==> src/hw/hbm_write_config.svh <==
`ifndef HBM_WRITE_CONFIG_SVH
`define HBM_WRITE_CONFIG_SVH

// bus widths
`define HBM_ADDR_W 33
`define DMA_ADDR_W 64
`define DMA_DATA_W 512
`define AXI_DATA_W 256

// hbm layout, two pseudo channels per engine
`define ENGINE_NUM 8
`define CHANNEL_NUM (2 * `ENGINE_NUM)
`define CHANNEL_W 5
`define CHAN_OFFSET_W 28

// burst shape and loop steps
`define BURST_LEN 2
`define BURST_BYTES 64
`define B_SAMPLES_PER_BURST 16
`define A_SAMPLES_PER_GROUP 8
// 64 bits per bank times engine count
`define FEATURE_STEP 512
`define DIM_ALIGN 1024

// write data buffer
`define BUF_DEPTH 64
`define BUF_AFULL 56

`endif
==> src/hw/hbm_bus_pkg.sv <==
`include "hbm_write_config.svh"

package hbm_bus_pkg;

    // plain vectors
    typedef logic [`HBM_ADDR_W-1:0] hbm_addr_t;
    typedef logic [`DMA_ADDR_W-1:0] dma_addr_t;
    typedef logic [`DMA_DATA_W-1:0] dma_word_t;
    typedef logic [`AXI_DATA_W-1:0] axi_beat_t;

    // dma read command, length in bytes
    typedef struct packed {
        dma_addr_t   addr;
        logic [31:0] len;
    } dma_cmd_t;

    // axi write address, len is beats minus one
    typedef struct packed {
        hbm_addr_t  addr;
        logic [3:0] len;
    } axi_aw_t;

endpackage

==> src/hw/hbm_job_pkg.sv <==
`include "hbm_write_config.svh"

package hbm_job_pkg;

    typedef logic [31:0] count_t;

    // job parameters as handed in by the host
    typedef struct packed {
        hbm_bus_pkg::dma_addr_t b_dma_addr;
        hbm_bus_pkg::dma_addr_t a_dma_addr;
        count_t                 b_len;
        count_t                 a_len;
        hbm_bus_pkg::hbm_addr_t b_hbm_base;
        count_t                 samples;
        count_t                 dimension;
        count_t                 bits;
        count_t                 stride;
    } job_cfg_t;

    // loop limits, all inclusive
    typedef struct packed {
        count_t b_group_last;
        count_t a_feat_last;
        count_t a_group_last;
        count_t bit_pair_last;
        count_t b_bursts_m1;
        count_t a_bursts_m1;
    } job_limits_t;

    typedef struct packed {
        count_t cycles;
        count_t addrs;
        count_t beats;
    } write_stats_t;

    ////////////////////
    // sequencer states
    ////////////////////
    typedef enum logic [2:0] {
        AS_IDLE,
        AS_SEND_B_CMD,
        AS_LOAD_B,
        AS_WRITE_B,
        AS_SEND_A_CMD,
        AS_LOAD_A,
        AS_WRITE_A,
        AS_ADDR_END
    } addr_state_e;

    typedef enum logic [2:0] {
        DS_IDLE,
        DS_B_WAIT,
        DS_B_DATA,
        DS_A_SWITCH,
        DS_A_WAIT,
        DS_A_DATA,
        DS_WAIT_ADDR,
        DS_DONE
    } data_state_e;

endpackage

==> src/hw/hbm_wdata_ctrl.sv <==
`include "hbm_write_config.svh"

module hbm_wdata_ctrl (
    input  logic                     hbm_clk,
    input  logic                     hbm_aresetn,
    input  logic                     job_start,
    input  hbm_job_pkg::job_limits_t job_limits,
    input  logic                     addr_done,
    input  logic                     empty,
    output logic                     rd_en,
    output logic                     wvalid,
    output logic                     wlast,
    input  logic                     wready,
    output logic                     data_done
);
    import hbm_job_pkg::*;

    localparam logic [3:0] LAST_BEAT = `BURST_LEN - 1;

    data_state_e state;
    data_state_e state_nxt;
    logic [3:0]  beat_cnt;
    count_t      burst_cnt;
    count_t      burst_lim;
    logic        in_data;
    logic        fire;
    logic        beat_last;
    logic        burst_last;
    logic        addr_seen;

    assign in_data = (state == DS_B_DATA) || (state == DS_A_DATA);
    assign wvalid  = in_data & ~empty;
    assign fire    = wvalid & wready;
    // each accepted beat pops one half word
    assign rd_en   = fire;

    assign beat_last  = beat_cnt == LAST_BEAT;
    assign wlast      = wvalid & beat_last;
    assign burst_lim  = (state == DS_B_DATA) ? job_limits.b_bursts_m1 : job_limits.a_bursts_m1;
    assign burst_last = burst_cnt == burst_lim;
    assign data_done  = state == DS_DONE;

    always_comb begin
        state_nxt = state;
        case (state)
            DS_IDLE:   if (job_start) state_nxt = DS_B_WAIT;
            DS_B_WAIT: if (!empty) state_nxt = DS_B_DATA;
            DS_B_DATA: if (fire && beat_last && burst_last) state_nxt = DS_A_SWITCH;
            DS_A_SWITCH: state_nxt = DS_A_WAIT;
            DS_A_WAIT: if (!empty) state_nxt = DS_A_DATA;
            DS_A_DATA: begin
                // skip the wait if the address side is already through
                if (fire && beat_last && burst_last) begin
                    state_nxt = (addr_seen || addr_done) ? DS_DONE : DS_WAIT_ADDR;
                end
            end
            DS_WAIT_ADDR: if (addr_done) state_nxt = DS_DONE;
            default:   state_nxt = DS_IDLE;
        endcase
    end

    ////////////////////
    // beat and burst counts
    ////////////////////
    always_ff @(posedge hbm_clk) begin
        if (!hbm_aresetn) begin
            state     <= DS_IDLE;
            beat_cnt  <= '0;
            burst_cnt <= '0;
            addr_seen <= 1'b0;
        end else begin
            state <= state_nxt;
            // addr_done is a pulse, keep it until the data end
            if (job_start) begin
                addr_seen <= 1'b0;
            end else if (addr_done) begin
                addr_seen <= 1'b1;
            end
            if (job_start || state == DS_A_SWITCH) begin
                beat_cnt  <= '0;
                burst_cnt <= '0;
            end else if (fire) begin
                beat_cnt <= beat_last ? '0 : beat_cnt + 1'b1;
                if (beat_last) begin
                    burst_cnt <= burst_cnt + count_t'(1);
                end
            end
        end
    end

endmodule

==> config.mk <==
export PLATFORM = sky130hd
export DESIGN_NAME = hbm_wdata_ctrl
export DESIGN_NICKNAME = d
export VERILOG_FILES = /design/src/hw/hbm_bus_pkg.sv /design/src/hw/hbm_job_pkg.sv /design/src/hw/hbm_wdata_ctrl.sv
export VERILOG_INCLUDE_DIRS = /design/src /design/src/hw
export SDC_FILE = /design/constraint.sdc
export NUM_CORES = 1
export LEC_CHECK = 0
export BUFFER_PORTS_ARGS = -buffer_cell sky130_fd_sc_hd__buf_2
export CAP_MARGIN = 20
export CORE_MARGIN = 10
export CORE_UTILIZATION = 42
export CTS_CLUSTER_SIZE = 14
export DETAILED_ROUTE_END_ITERATION = 8
export GPL_ROUTABILITY_DRIVEN = 0
export PLACE_DENSITY = 0.82
export SYNTH_ARGS = -nofsm -noshare
export SYNTH_HDL_FRONTEND = slang
export SYNTH_SLANG_ARGS = --single-unit
==> constraint.sdc <==
create_clock -name hbm_clk -period 3.1 [get_ports hbm_clk]
set_clock_uncertainty 0.2 [all_clocks]
set_input_delay 0.31 -clock hbm_clk [delete_from_list [all_inputs] [get_ports hbm_clk]]
set_output_delay 0.31 -clock hbm_clk [all_outputs]
set_load 0.01 [all_outputs]
After elaboration in Yosys (flattened, before gate mapping)
Index checks and enable logic that the tools add are counted.
- bitwise operators: 5
- add/subtract/negate cells: 2
- reduce and logical (&&, ||, !) cells: 10
- equality and inequality tests: 15
- mux-type cells: 10
- operator list (kind ; number):
    adder 32 x 1 -> 32 bit (second input constant) ; 1
    == test 32 bit ; 1
    two-way mux 32 bit ; 1
    case mux 3 bit (7 select lines) ; 1
    two-way mux 3 bit ; 6
    == test 3 bit (second input constant) ; 4
    inequality test 2 bit (second input constant) ; 4
    == test 3 x 2 -> 1 bit (second input constant) ; 2
    AND reduction 6 bit ; 1
    adder 4 x 1 -> 4 bit (second input constant) ; 1
    == test 4 x 1 -> 1 bit (second input constant) ; 1
    two-way mux 4 bit ; 1
    inequality test 2 x 1 -> 1 bit (second input constant) ; 2
    OR reduction 2 bit ; 2
    bitwise AND 1 bit ; 3
    == test 3 x 1 -> 1 bit (second input constant) ; 1
    logical NOT 3 bit ; 1
    logical OR 1 bit ; 3
    logical AND 1 bit ; 2
    NOT 1 bit ; 2
    AND reduction 2 bit ; 1
    two-way mux 1 bit ; 1
- logic and storage cells: 46
- bits of input ports: 198
- register bits: 40

Longest topological paths before layout
Gate-level depths: netlist (run 1).
- depth in word-level cells: 8
- gate-level depth with buffers: 10
- mapped depth without buffers: 7

Worst setup path before layout (run 1)
Ideal clock, no wire load.
- path kind: register to register
- from: register state[1]
- to: register beat_cnt[1]
- clock period less this slack: 2.418 ns
- buffers on the path: 3
- stages on the path, launching flop included: 10
- required time: 2.830 ns
- path slack: 0.682 ns
- data arrival time: 2.148 ns
- cells stage by stage: dfxtp_1 buf_6 or3b_1 buf_4 a21oi_1 and2_1 clkbuf_1 nand2_1 or3_1 a21oi_1
- cells in the longest elaborated chain, start to end: 4
- elaborated cells on any way between the ends: 8
- RTL lines (item ; line ; text):
    start: declaration ; hbm_wdata_ctrl.sv:20 ; data_state_e state;
    start signal: assignment ; hbm_wdata_ctrl.sv:72 ; state <= state_nxt;
    == test 3 x 2 -> 1 bit / == test 3 bit (equally long branches) ; hbm_wdata_ctrl.sv:31 ; assign in_data = (state == DS_B_DATA) || (state == DS_A_DATA);
    logical OR 1 bit (*) ; hbm_wdata_ctrl.sv:31 ;
    bitwise AND 1 bit (*) ; hbm_wdata_ctrl.sv:32 ; assign wvalid = in_data & ~empty;
    via wvalid ; hbm_wdata_ctrl.sv:11 ; output logic wvalid,
    bitwise AND 1 bit (*) ; hbm_wdata_ctrl.sv:33 ; assign fire = wvalid & wready;
    via rd_en ; hbm_wdata_ctrl.sv:10 ; output logic rd_en,
    end signal: assignment ; hbm_wdata_ctrl.sv:83 ; beat_cnt <= beat_last ? '0 : beat_cnt + 1'b1;
    end: declaration ; hbm_wdata_ctrl.sv:22 ; logic [3:0] beat_cnt;
Mark *: on every way through the listed nets, which the timed path passes. The rest lies on a longest branch.
A chain may end at the register's enable or synchronous reset.

Final worst setup path (run 1)
- from: register state[1]
- to: register state[0]
- cells in the longest elaborated chain, start to end: 8
- elaborated cells on any way between the ends: 22
- RTL lines (item):
    branches (longest 8 deep; another with two-way mux 32 bit)
Parallel ways; which one is timed is not known.

==> run metrics, run 1 <==
CP required 3150 ps; Inserted Diodes 0; Slew Viols, Final 0; VDD IR max 140 uV; Hold Crit Class input pin to flop; clock root cell clkbuf_8; GR Util All Layers 17.1%; vias in the first global route 3,040; setup violators final 0; NumNets Final 644; synth warn 0; Top Family by Delay on Critical Path simple AND/OR/NAND/NOR gates; Reg area 801 um^2; Synth Instances 378; Max-slew headroom 66.7%; Yosys top cell area share 27.8%; DP Wirelength 7290 um; Crit. End Element flop; multi-input logic area 1880 um^2; Pleak 1.31 nW; post_cts resized 0; Max clock buf depth 2; TNS Setup 0 ps; initial drt markers 299; crit path max fanout 22; Post CTS Setup Buffer Count 0; Routed Antenna Nets 0; Pre-antenna DRT Iters 5; Startpoint Class flop; DR DRC count 0; post-layout instance area 3420 um^2; clock power share 34.4%; largest net degree at the start of global routing 37; combinational power share 17.9%; Synth Register Bits 40; CTS Hold Bufs 0; largest area contributor in the netlist dfxtp_1; syn avg cell area 7.63 um^2; status completed; Synth cell types 57; Initial Util 42.9%; H-tree depth 2; Tmin final 2940 ps; register share of total power 47.7%; layout cells sized above 1 21.6%; initial antenna violation count 0; Post-synth EDFFs 0; final period utilization 95.0%; row count 30; total core area 6720 um^2; CP cell instances nor3b_2, buf_12, buf_4, mux2i_1, a221oi_1, nand2_1, nor4b_2, a41oi_1, and3b_1; fmax 0.340 GHz; pwr dens 323 nW/um^2; Area after DPL 3320 um^2; Clock transition at path regs 80 ps; RSZ-0062 raised after global routing false; NetSw 0.299 mW; Worst-Margin Slew 487 ps; Top FF cell, synth dfxtp_1; Remaining Overflow, GRT 0; global-route wire length before repair 14,400 um; Worst-Skew Late Latency 300 ps; Die Wd 103 um; IO buf count 73; Final Hold Vio Count 0; Seq/Total Area, Yosys 27.8%; critical path type flop to flop; dominant cells by area after synthesis dfxtp_1 28%, xnor2_1 7.6%, nor2_1 6.5%, xor2_1 5.8%, nand2_1 4.6%; critical path arrival 2990 ps; via count 3,030; I/O Pins 202; Layout area overhead 18.5%; P_int 0.805 mW; Sw Share 27.1%; TritonCTS Buffers 5; crit path max-delay cell type dfxtp_1; Synth Cell Area 2880 um^2; drt total wl 9040 um; max incr delay on CP 540 ps; Avg Vias per Cell 5.77; drt wl/cell 17.2 um; Die Y 103 um; fillers 640; CTS tree done; die area 10,600 um^2; Power Total 1.10 mW; FFs w/ async S/R, synth 0%; Post-Syn Nets 577; clock sink total 40; max-cap viol count 0; buffers and inverters on the worst path 2
-- flip-flops by register name, summed over array words and instances, names as in the netlist --
name       flops
state          3
burst_cnt     32
beat_cnt       4
addr_seen      1
-- through the flow --
step	worst slack [ps]	hold slack [ps]	cells	utilization (%)
after floorplan	682	189	378	-
after global placement	315	298	518	49.4
after detailed placement	213	322	518	49.4
after CTS	193	18.5	525	50.9
after global routing	11.6	27.9	525	50.9
final	156	16.8	525	50.9
-- final timing paths --
kind / slack (ps) / from / endpoint / cells after the start
max reg2reg: 160 / state[1]$_SDFFE_PN0P_ / state[0]$_SDFFE_PN0P_ / 9
max: 160 / state[1]$_SDFFE_PN0P_ / state[0]$_SDFFE_PN0P_ / 9
min: 20 / job_start / addr_seen$_SDFFE_PP0P_ / 2
min reg2reg: 330 / burst_cnt[13]$_SDFFE_PP0P_ / burst_cnt[13]$_SDFFE_PP0P_ / 2
-- area by class of cell --
type                    instances  area share [%]
inverters                      30            3.30
well taps                      80            2.93
repair buffers                 80            12.6
flip-flops and latches         40            23.4
multi-input cells             288            54.9
clock buffers                   7            2.82
-- synthesized netlist by cell type, drive strengths merged, types with 3 or more instances --
cell / count
dfxtp: 40
inv: 29
and2: 3
mux2i: 10
nand2b: 13
a21oi: 14
nor2: 50
nor4: 5
xnor2: 25
nand3: 18
nand4: 12
a221o: 3
o2111ai: 3
o211ai: 4
and3: 4
o221ai: 3
clkbuf: 13
o22ai: 8
xor2: 19
buf: 7
nor2b: 10
nand2: 35
nor3: 7
or3: 5
o21ai: 3
-- cells in the final DEF, fill, tap and decap left out, drive strengths merged, types with 5 or more instances in the layout --
cell type	netlist	layout
nand2b	13	13
nand3	18	18
nand2	35	35
xor2	19	19
nor2	50	50
inv	29	29
a21oi	14	14
nand4	12	12
nor3	7	7
buf	7	80
o22ai	8	8
mux2i	10	10
dfxtp	40	40
xnor2	25	25
or3	5	5
clkbuf	13	7
nor4	5	5
nor2b	10	10
-- metal layers --
metal  vias to the layer above  routed length (um)  track usage [%]
met5                         -                   0                0
li1                       1456                   -                -
met3                        17                 984             4.56
met1                      1424                3770             21.6
met4                         0                 206             5.99
met2                       133                4080             27.5
-- power by group through the flow --
stage | clock network (mW) | registers [mW] | logic, mW
floorplan | 0 | 0.534 | 0.111
global placement | 0 | 0.537 | 0.189
detailed placement | 0 | 0.539 | 0.193
CTS | 0.380 | 0.526 | 0.194
global route | 0.400 | 0.527 | 0.216
finish | 0.380 | 0.527 | 0.197
-- cell families (layout without fill, tap and decap cells) --
kind of cell	after synthesis	in the layout	share of synthesized area [%]
XOR/XNOR	44	44	13.4
flip-flops	40	40	27.8
buffers and inverters	50	117	7.29
multiplexers	10	10	3.47
adder cells (fa/ha/maj)	1	1	0.434
AND/OR/NAND/NOR	173	173	31.8
AO/OA/AOI/OAI	60	60	15.8
Note: power is estimated with default switching activity, not from simulation.
==> inputs of run 2 (changes only) <==
- RECOVER_POWER: not set -> 25
==> run 2 against run 1 <==
  * Critical endpoint unchanged
  * Register-to-register slack improved by 20 ps
  * Core utilization down 0.34 points
  * Fmax grew 0.56%
  * First-iteration DRC count fell by 4.3%
  * Combinational power about the same
  * Routed wire length increased by 0.71%
==> run metrics, run 2 (synthesized netlist as in run 1, its figures left out) <==
RSZ-0062 raised after global routing false; DR DRC count 0 (unchanged); P_int 0.805 mW (about the same); TritonCTS Buffers 5 (unchanged); GR Util All Layers 17.1% (unchanged); Hold Startpoint job_start; row count 30 (unchanged); CTS tree done; pwr dens 324 nW/um^2 (+0.25%); Post CTS Setup Buffer Count 0 (unchanged); clock root cell clkbuf_8; initial antenna violation count 0 (unchanged); crit path max fanout 22 (unchanged); drt wl/cell 17.3 um (+0.71%); Slew Viols, Final 0 (unchanged); Worst-Margin Slew 652 ps (+165 ps); NetSw 0.295 mW (-1.5%); Sw Share 26.8% (-0.29 points); Startpoint Class flop; fillers 646 (+0.94%); IO buf count 73 (unchanged); H-tree depth 2 (unchanged); Area after DPL 3320 um^2 (unchanged); register share of total power 47.9% (+0.2 points); Layout Utilization 50.5% (-0.34 points); VDD IR max 140 uV (about the same); Die Wd 103 um (unchanged); clock sink total 40 (unchanged); Die Y 103 um (unchanged); largest register by flop count burst_cnt; Inserted Diodes 0 (unchanged); Tmin final 2930 ps (-16.3 ps); TNS Setup 0 ps (unchanged); CP cell instances nor3b_2, buf_12, buf_4, mux2i_1, a221oi_1, nand2_1, nor4b_2, a41oi_1, and3b_1; most frequent cells in the layout 72 x buf_2, 50 x nor2_1, 40 x dfxtp_1; initial drt markers 286 (-4.3%); worst hold path cell count 2 (unchanged); drt total wl 9110 um (+0.71%); status completed; Top Family by Delay on Critical Path simple AND/OR/NAND/NOR gates; Routed Antenna Nets 0 (unchanged); via count 3,074 (+1.5%); total core area 6720 um^2 (unchanged); crit path max-delay cell type dfxtp_1; critical path type flop to flop; Hold WS 18.9 ps (+2.06 ps); setup violators final 0 (unchanged); Hold Crit Class input pin to flop; number of flip-flops under the largest register name 32 (unchanged); Worst-Skew Late Latency 290 ps (about the same); clock power share 34.2% (-0.2 points); Initial Util 42.9% (unchanged); max incr delay on CP 530 ps (about the same); final period utilization 94.5% (-0.53 points); die area 10,600 um^2 (unchanged); Pleak 1.30 nW (-0.65%); reg2reg path depth 9 (unchanged); NumNets Final 644 (unchanged); max-cap viol count 0 (unchanged); post-layout instance area 3390 um^2 (-0.66%); Remaining Overflow, GRT 0 (unchanged); vias in the first global route 3,040 (unchanged); Hold EP addr_seen$_SDFFE_PP0P_; reg2reg end state[0]$_SDFFE_PN0P_; post_cts resized 0 (unchanged); combinational power share 17.9% (about the same); I/O Pins 202 (unchanged); Clock transition at path regs 80 ps (about the same); commonest non-fill, non-tap cell in the layout buf_2; Final Hold Vio Count 0 (unchanged); critical path depth 9 (unchanged); buffers and inverters on the worst path 2 (unchanged); CTS Hold Bufs 0 (unchanged); Largest regs burst_cnt (32), beat_cnt (4), state (3); global-route wire length before repair 14,400 um (unchanged); largest net degree at the start of global routing 37 (unchanged); Pre-antenna DRT Iters 8 (+3); reg2reg setup slack 170 ps (+20 ps); Max-slew headroom 55.4% (-11 points); layout cells sized above 1 20.9% (-0.67 points); Crit. End Element flop; Avg Vias per Cell 5.86 (+1.5%); fmax 0.342 GHz (+0.56%); critical path arrival 2970 ps (-20 ps); Max clock buf depth 2 (unchanged); worst r2r src state[1]$_SDFFE_PN0P_; DP Wirelength 7290 um (unchanged); CP required 3140 ps (about the same); Layout area overhead 17.8%
-- run 2: worst register-to-register path: stages (launching register included) --
cell and delay [ps]:
dfxtp_1 530, nor3b_2 320, buf_12 210, buf_4 260
mux2i_1 120, a221oi_1 330, nand2_1 150, nor4b_2 390
a41oi_1 160, and3b_1 220
-- run 2: layer usage --
metal | vias up | global-route usage, % | part of all wire [%]
li1 | 1456 | - | -
met5 | - | 0 | 0
met3 | 24 | 4.56 | 10
met2 | 156 | 27.5 | 45
met1 | 1438 | 21.6 | 42
met4 | 0 | 5.99 | 2.4
-- run 2: worst max-delay path by stage --
stage / start / to / slack (ps)
finish: state[1]$_SDFFE_PN0P_ / state[0]$_SDFFE_PN0P_ / 170
global route: state[1]$_SDFFE_PN0P_ / state[0]$_SDFFE_PN0P_ / 20
CTS: state[1]$_SDFFE_PN0P_ / state[0]$_SDFFE_PN0P_ / 190
detailed placement: state[1]$_SDFFE_PN0P_ / state[0]$_SDFFE_PN0P_ / 210
global placement: state[1]$_SDFFE_PN0P_ / state[0]$_SDFFE_PN0P_ / 310
floorplan: state[1]$_SDFFE_PN0P_ / beat_cnt[1]$_SDFFE_PP0N_ / 680
-- run 2: final cells by class --
| class | instances | area, um^2 | area share, % |
|---|---|---|---|
| clock buffer | 7 | 96.3 | 2.84 |
| inverter | 30 | 113 | 3.32 |
| multi-input combinational | 288 | 1860 | 54.8 |
| sequential | 40 | 801 | 23.6 |
| tap | 80 | 100 | 2.95 |
| timing repair buffer | 80 | 425 | 12.5 |
-- run 2: through the flow --
| stage | total power, mW | setup WS [ps] | cells |
|---|---|---|---|
| finish | 1.10 | 172 | 525 |
| detailed placement | 0.732 | 213 | 518 |
| CTS | 1.10 | 193 | 525 |
| global route | 1.14 | 18.2 | 525 |
| global placement | 0.726 | 315 | 518 |
| floorplan | 0.645 | 682 | 378 |
-- run 2: power by group through the flow --
stage               clock, mW  combinational (mW)  sequential, mW
floorplan                   0               0.111           0.534
global placement            0               0.189           0.537
detailed placement          0               0.193           0.539
CTS                     0.380               0.194           0.526
global route            0.400               0.214           0.527
finish                  0.377               0.196           0.527
==> inputs of run 3 (changes only) <==
- CORE_UTILIZATION: 42 -> 40
- PLACE_DENSITY: 0.82 -> 0.78
==> run 3 against run 2 <==
  * First-iteration DRC count fell by 4.9%
  * Non-clock buffer count rose by 2
  * Count of clock-buffer cells in the layout did not move
  * Sequential cell count did not move
  * Sequential power barely moved
  * Critical path type is now flop to output pin
  * Global-route usage fell by 1.1 points
  * Sequential share of layout area fell by 0.17 points
  * Highest routed layer unchanged
==> run metrics, run 3 (synthesized netlist as in run 1, its figures left out) <==
status completed; Routed Antenna Nets 0 (unchanged); CTS tree done; Startpoint Class flop; Worst-Skew Late Latency 290 ps (about the same); Slew Viols, Final 0 (unchanged); Tmin final 2860 ps (-66.5 ps); crit path max fanout 11 (-50%); row count 30 (unchanged); Max-slew headroom 64.9% (+9.5 points); Hold Crit Class input pin to flop; Clock transition at path regs 80 ps (about the same); CP required 2590 ps (-550 ps); commonest non-fill, non-tap cell in the layout buf_2; RSZ-0062 raised after global routing false; reg2reg end state[0]$_SDFFE_PN0P_; Hold WS 30.8 ps (+11.9 ps); Hold EP addr_seen$_SDFFE_PP0P_; Die Wd 105 um (+2.0%); max-cap viol count 0 (unchanged); worst hold path cell count 2 (unchanged); max incr delay on CP 520 ps (about the same); H-tree depth 2 (unchanged); GR Util All Layers 16.0% (-1.1 points); reg2reg setup slack 250 ps (+80 ps); TritonCTS Buffers 5 (unchanged); worst r2r src state[1]$_SDFFE_PN0P_; critical path arrival 2350 ps (-620 ps); fillers 706 (+9.3%); Pre-antenna DRT Iters 5 (-3); TNS Setup 0 ps (unchanged); Hold Startpoint job_start; largest register by flop count burst_cnt; Inserted Diodes 0 (unchanged); initial drt markers 272 (-4.9%); clock sink total 40 (unchanged); Largest regs burst_cnt (32), beat_cnt (4), state (3); DR DRC count 0 (unchanged); NumNets Final 646 (+0.31%); final period utilization 92.3% (-2.1 points); Reg area 801 um^2 (unchanged); fmax 0.349 GHz (+2.3%); Avg Vias per Cell 5.62 (-4.0%); largest net degree at the start of global routing 37 (unchanged); most frequent cells in the layout 72 x buf_2, 50 x nor2_1, 40 x dfxtp_1; layout cells sized above 1 21.2% (+0.31 points); Layout Utilization 49.5% (-1.0 points); Initial Util 41.7% (-1.2 points); Final Hold Vio Count 0 (unchanged); Power Total 1.09 mW (-0.92%); crit path max-delay cell type or3b_4; critical path type flop to output pin; Max clock buf depth 2 (unchanged); post-layout instance area 3420 um^2 (+0.74%); Top Family by Delay on Critical Path simple AND/OR/NAND/NOR gates; setup violators final 0 (unchanged); Pleak 1.30 nW (about the same); vias in the first global route 2,890 (-4.9%); Die Y 105 um (+2.0%); number of flip-flops under the largest register name 32 (unchanged); buffers and inverters on the worst path 2 (unchanged); Area after DPL 3340 um^2 (+0.68%); reg2reg path depth 8 (-1); Layout area overhead 18.6%; CP cell instances clkbuf_1, or3b_4, a21oi_1, and2_0, buf_2; pwr dens 319 nW/um^2 (-1.6%); drt wl/cell 16.8 um (-3.3%); IO buf count 73 (unchanged); global-route wire length before repair 14,700 um (+1.6%); I/O Pins 202 (unchanged); DP Wirelength 7440 um (+2.2%); Remaining Overflow, GRT 0 (unchanged); initial antenna violation count 0 (unchanged); multi-input logic area 1870 um^2 (+0.47%); die area 11,000 um^2 (+4.0%); drt total wl 9130 um (+0.21%); Post CTS Setup Buffer Count 0 (unchanged); total core area 6910 um^2 (+2.8%); Worst-Margin Slew 513 ps (-139 ps); clock root cell clkbuf_8; VDD IR max 170 uV (+22%); Crit. End Element output pin; via count 3,057 (-0.55%)
-- run 3: changes by cell type in the layout (fill, tap and decap cells not counted) --
cell        previous run  this run
or3b_4                 0         1
buf_4                  5         7
nor3b_2                1         0
clkinvlp_4             0         1
nor3b_4                0         1
or3b_1                 1         0
buf_12                 1         0
clkbuf_1               2         4
clkbuf_8               7         6
-- run 3: how the worst max path moves through the flow --
stage,depth (start not counted),to,slack [ps],startpoint
2_1_floorplan,9,beat_cnt[1]$_SDFFE_PP0N_,680,state[1]$_SDFFE_PN0P_
3_3_place_gp,8,state[0]$_SDFFE_PN0P_,220,state[0]$_SDFFE_PN0P_
3_5_place_dp,8,state[0]$_SDFFE_PN0P_,210,state[0]$_SDFFE_PN0P_
4_1_cts,8,state[0]$_SDFFE_PN0P_,180,state[0]$_SDFFE_PN0P_
5_1_grt,8,state[0]$_SDFFE_PN0P_,60,state[1]$_SDFFE_PN0P_
6_report,5,rd_en,240,state[1]$_SDFFE_PN0P_
-- run 3: cell type report --
class	count	area share, %
well taps	96	3.51
clock buffers	7	2.52
clock inverters	1	0.220
inverters	30	3.29
repair buffers	82	12.4
flip-flops and latches	40	23.4
multi-input cells	288	54.6
-- run 3: repair_timing --
action | in CTS | in global routing
resized for setup | 0 | 2
hold buffers | 0 | 0
endpoints found under the setup margin | 0 | 1
-- run 3: power by group --
part | total [mW] | switching [mW] | internal, mW
clock network | 0.365 | 0.184 | 0.181
registers | 0.524 | 0.00674 | 0.518
logic | 0.200 | 0.109 | 0.0912
total | 1.09 | 0.300 | 0.790
-- run 3: metrics by stage --
stage | instances | worst slack, ps
4_1_cts | 544 | 182
6_report | 544 | 239
5_1_grt | 544 | 56.1
3_5_place_dp | 536 | 214
2_1_floorplan | 378 | 682
3_3_place_gp | 536 | 224
-- run 3: routing by layer --
| layer | up-vias | global-route usage, % | wire, um |
|---|---|---|---|
| met2 | 205 | 23.4 | 3920 |
| li1 | 1456 | - | - |
| met5 | - | 0 | 0 |
| met4 | 0 | 5.88 | 229 |
| met1 | 1376 | 21.6 | 3930 |
| met3 | 20 | 4.85 | 1050 |
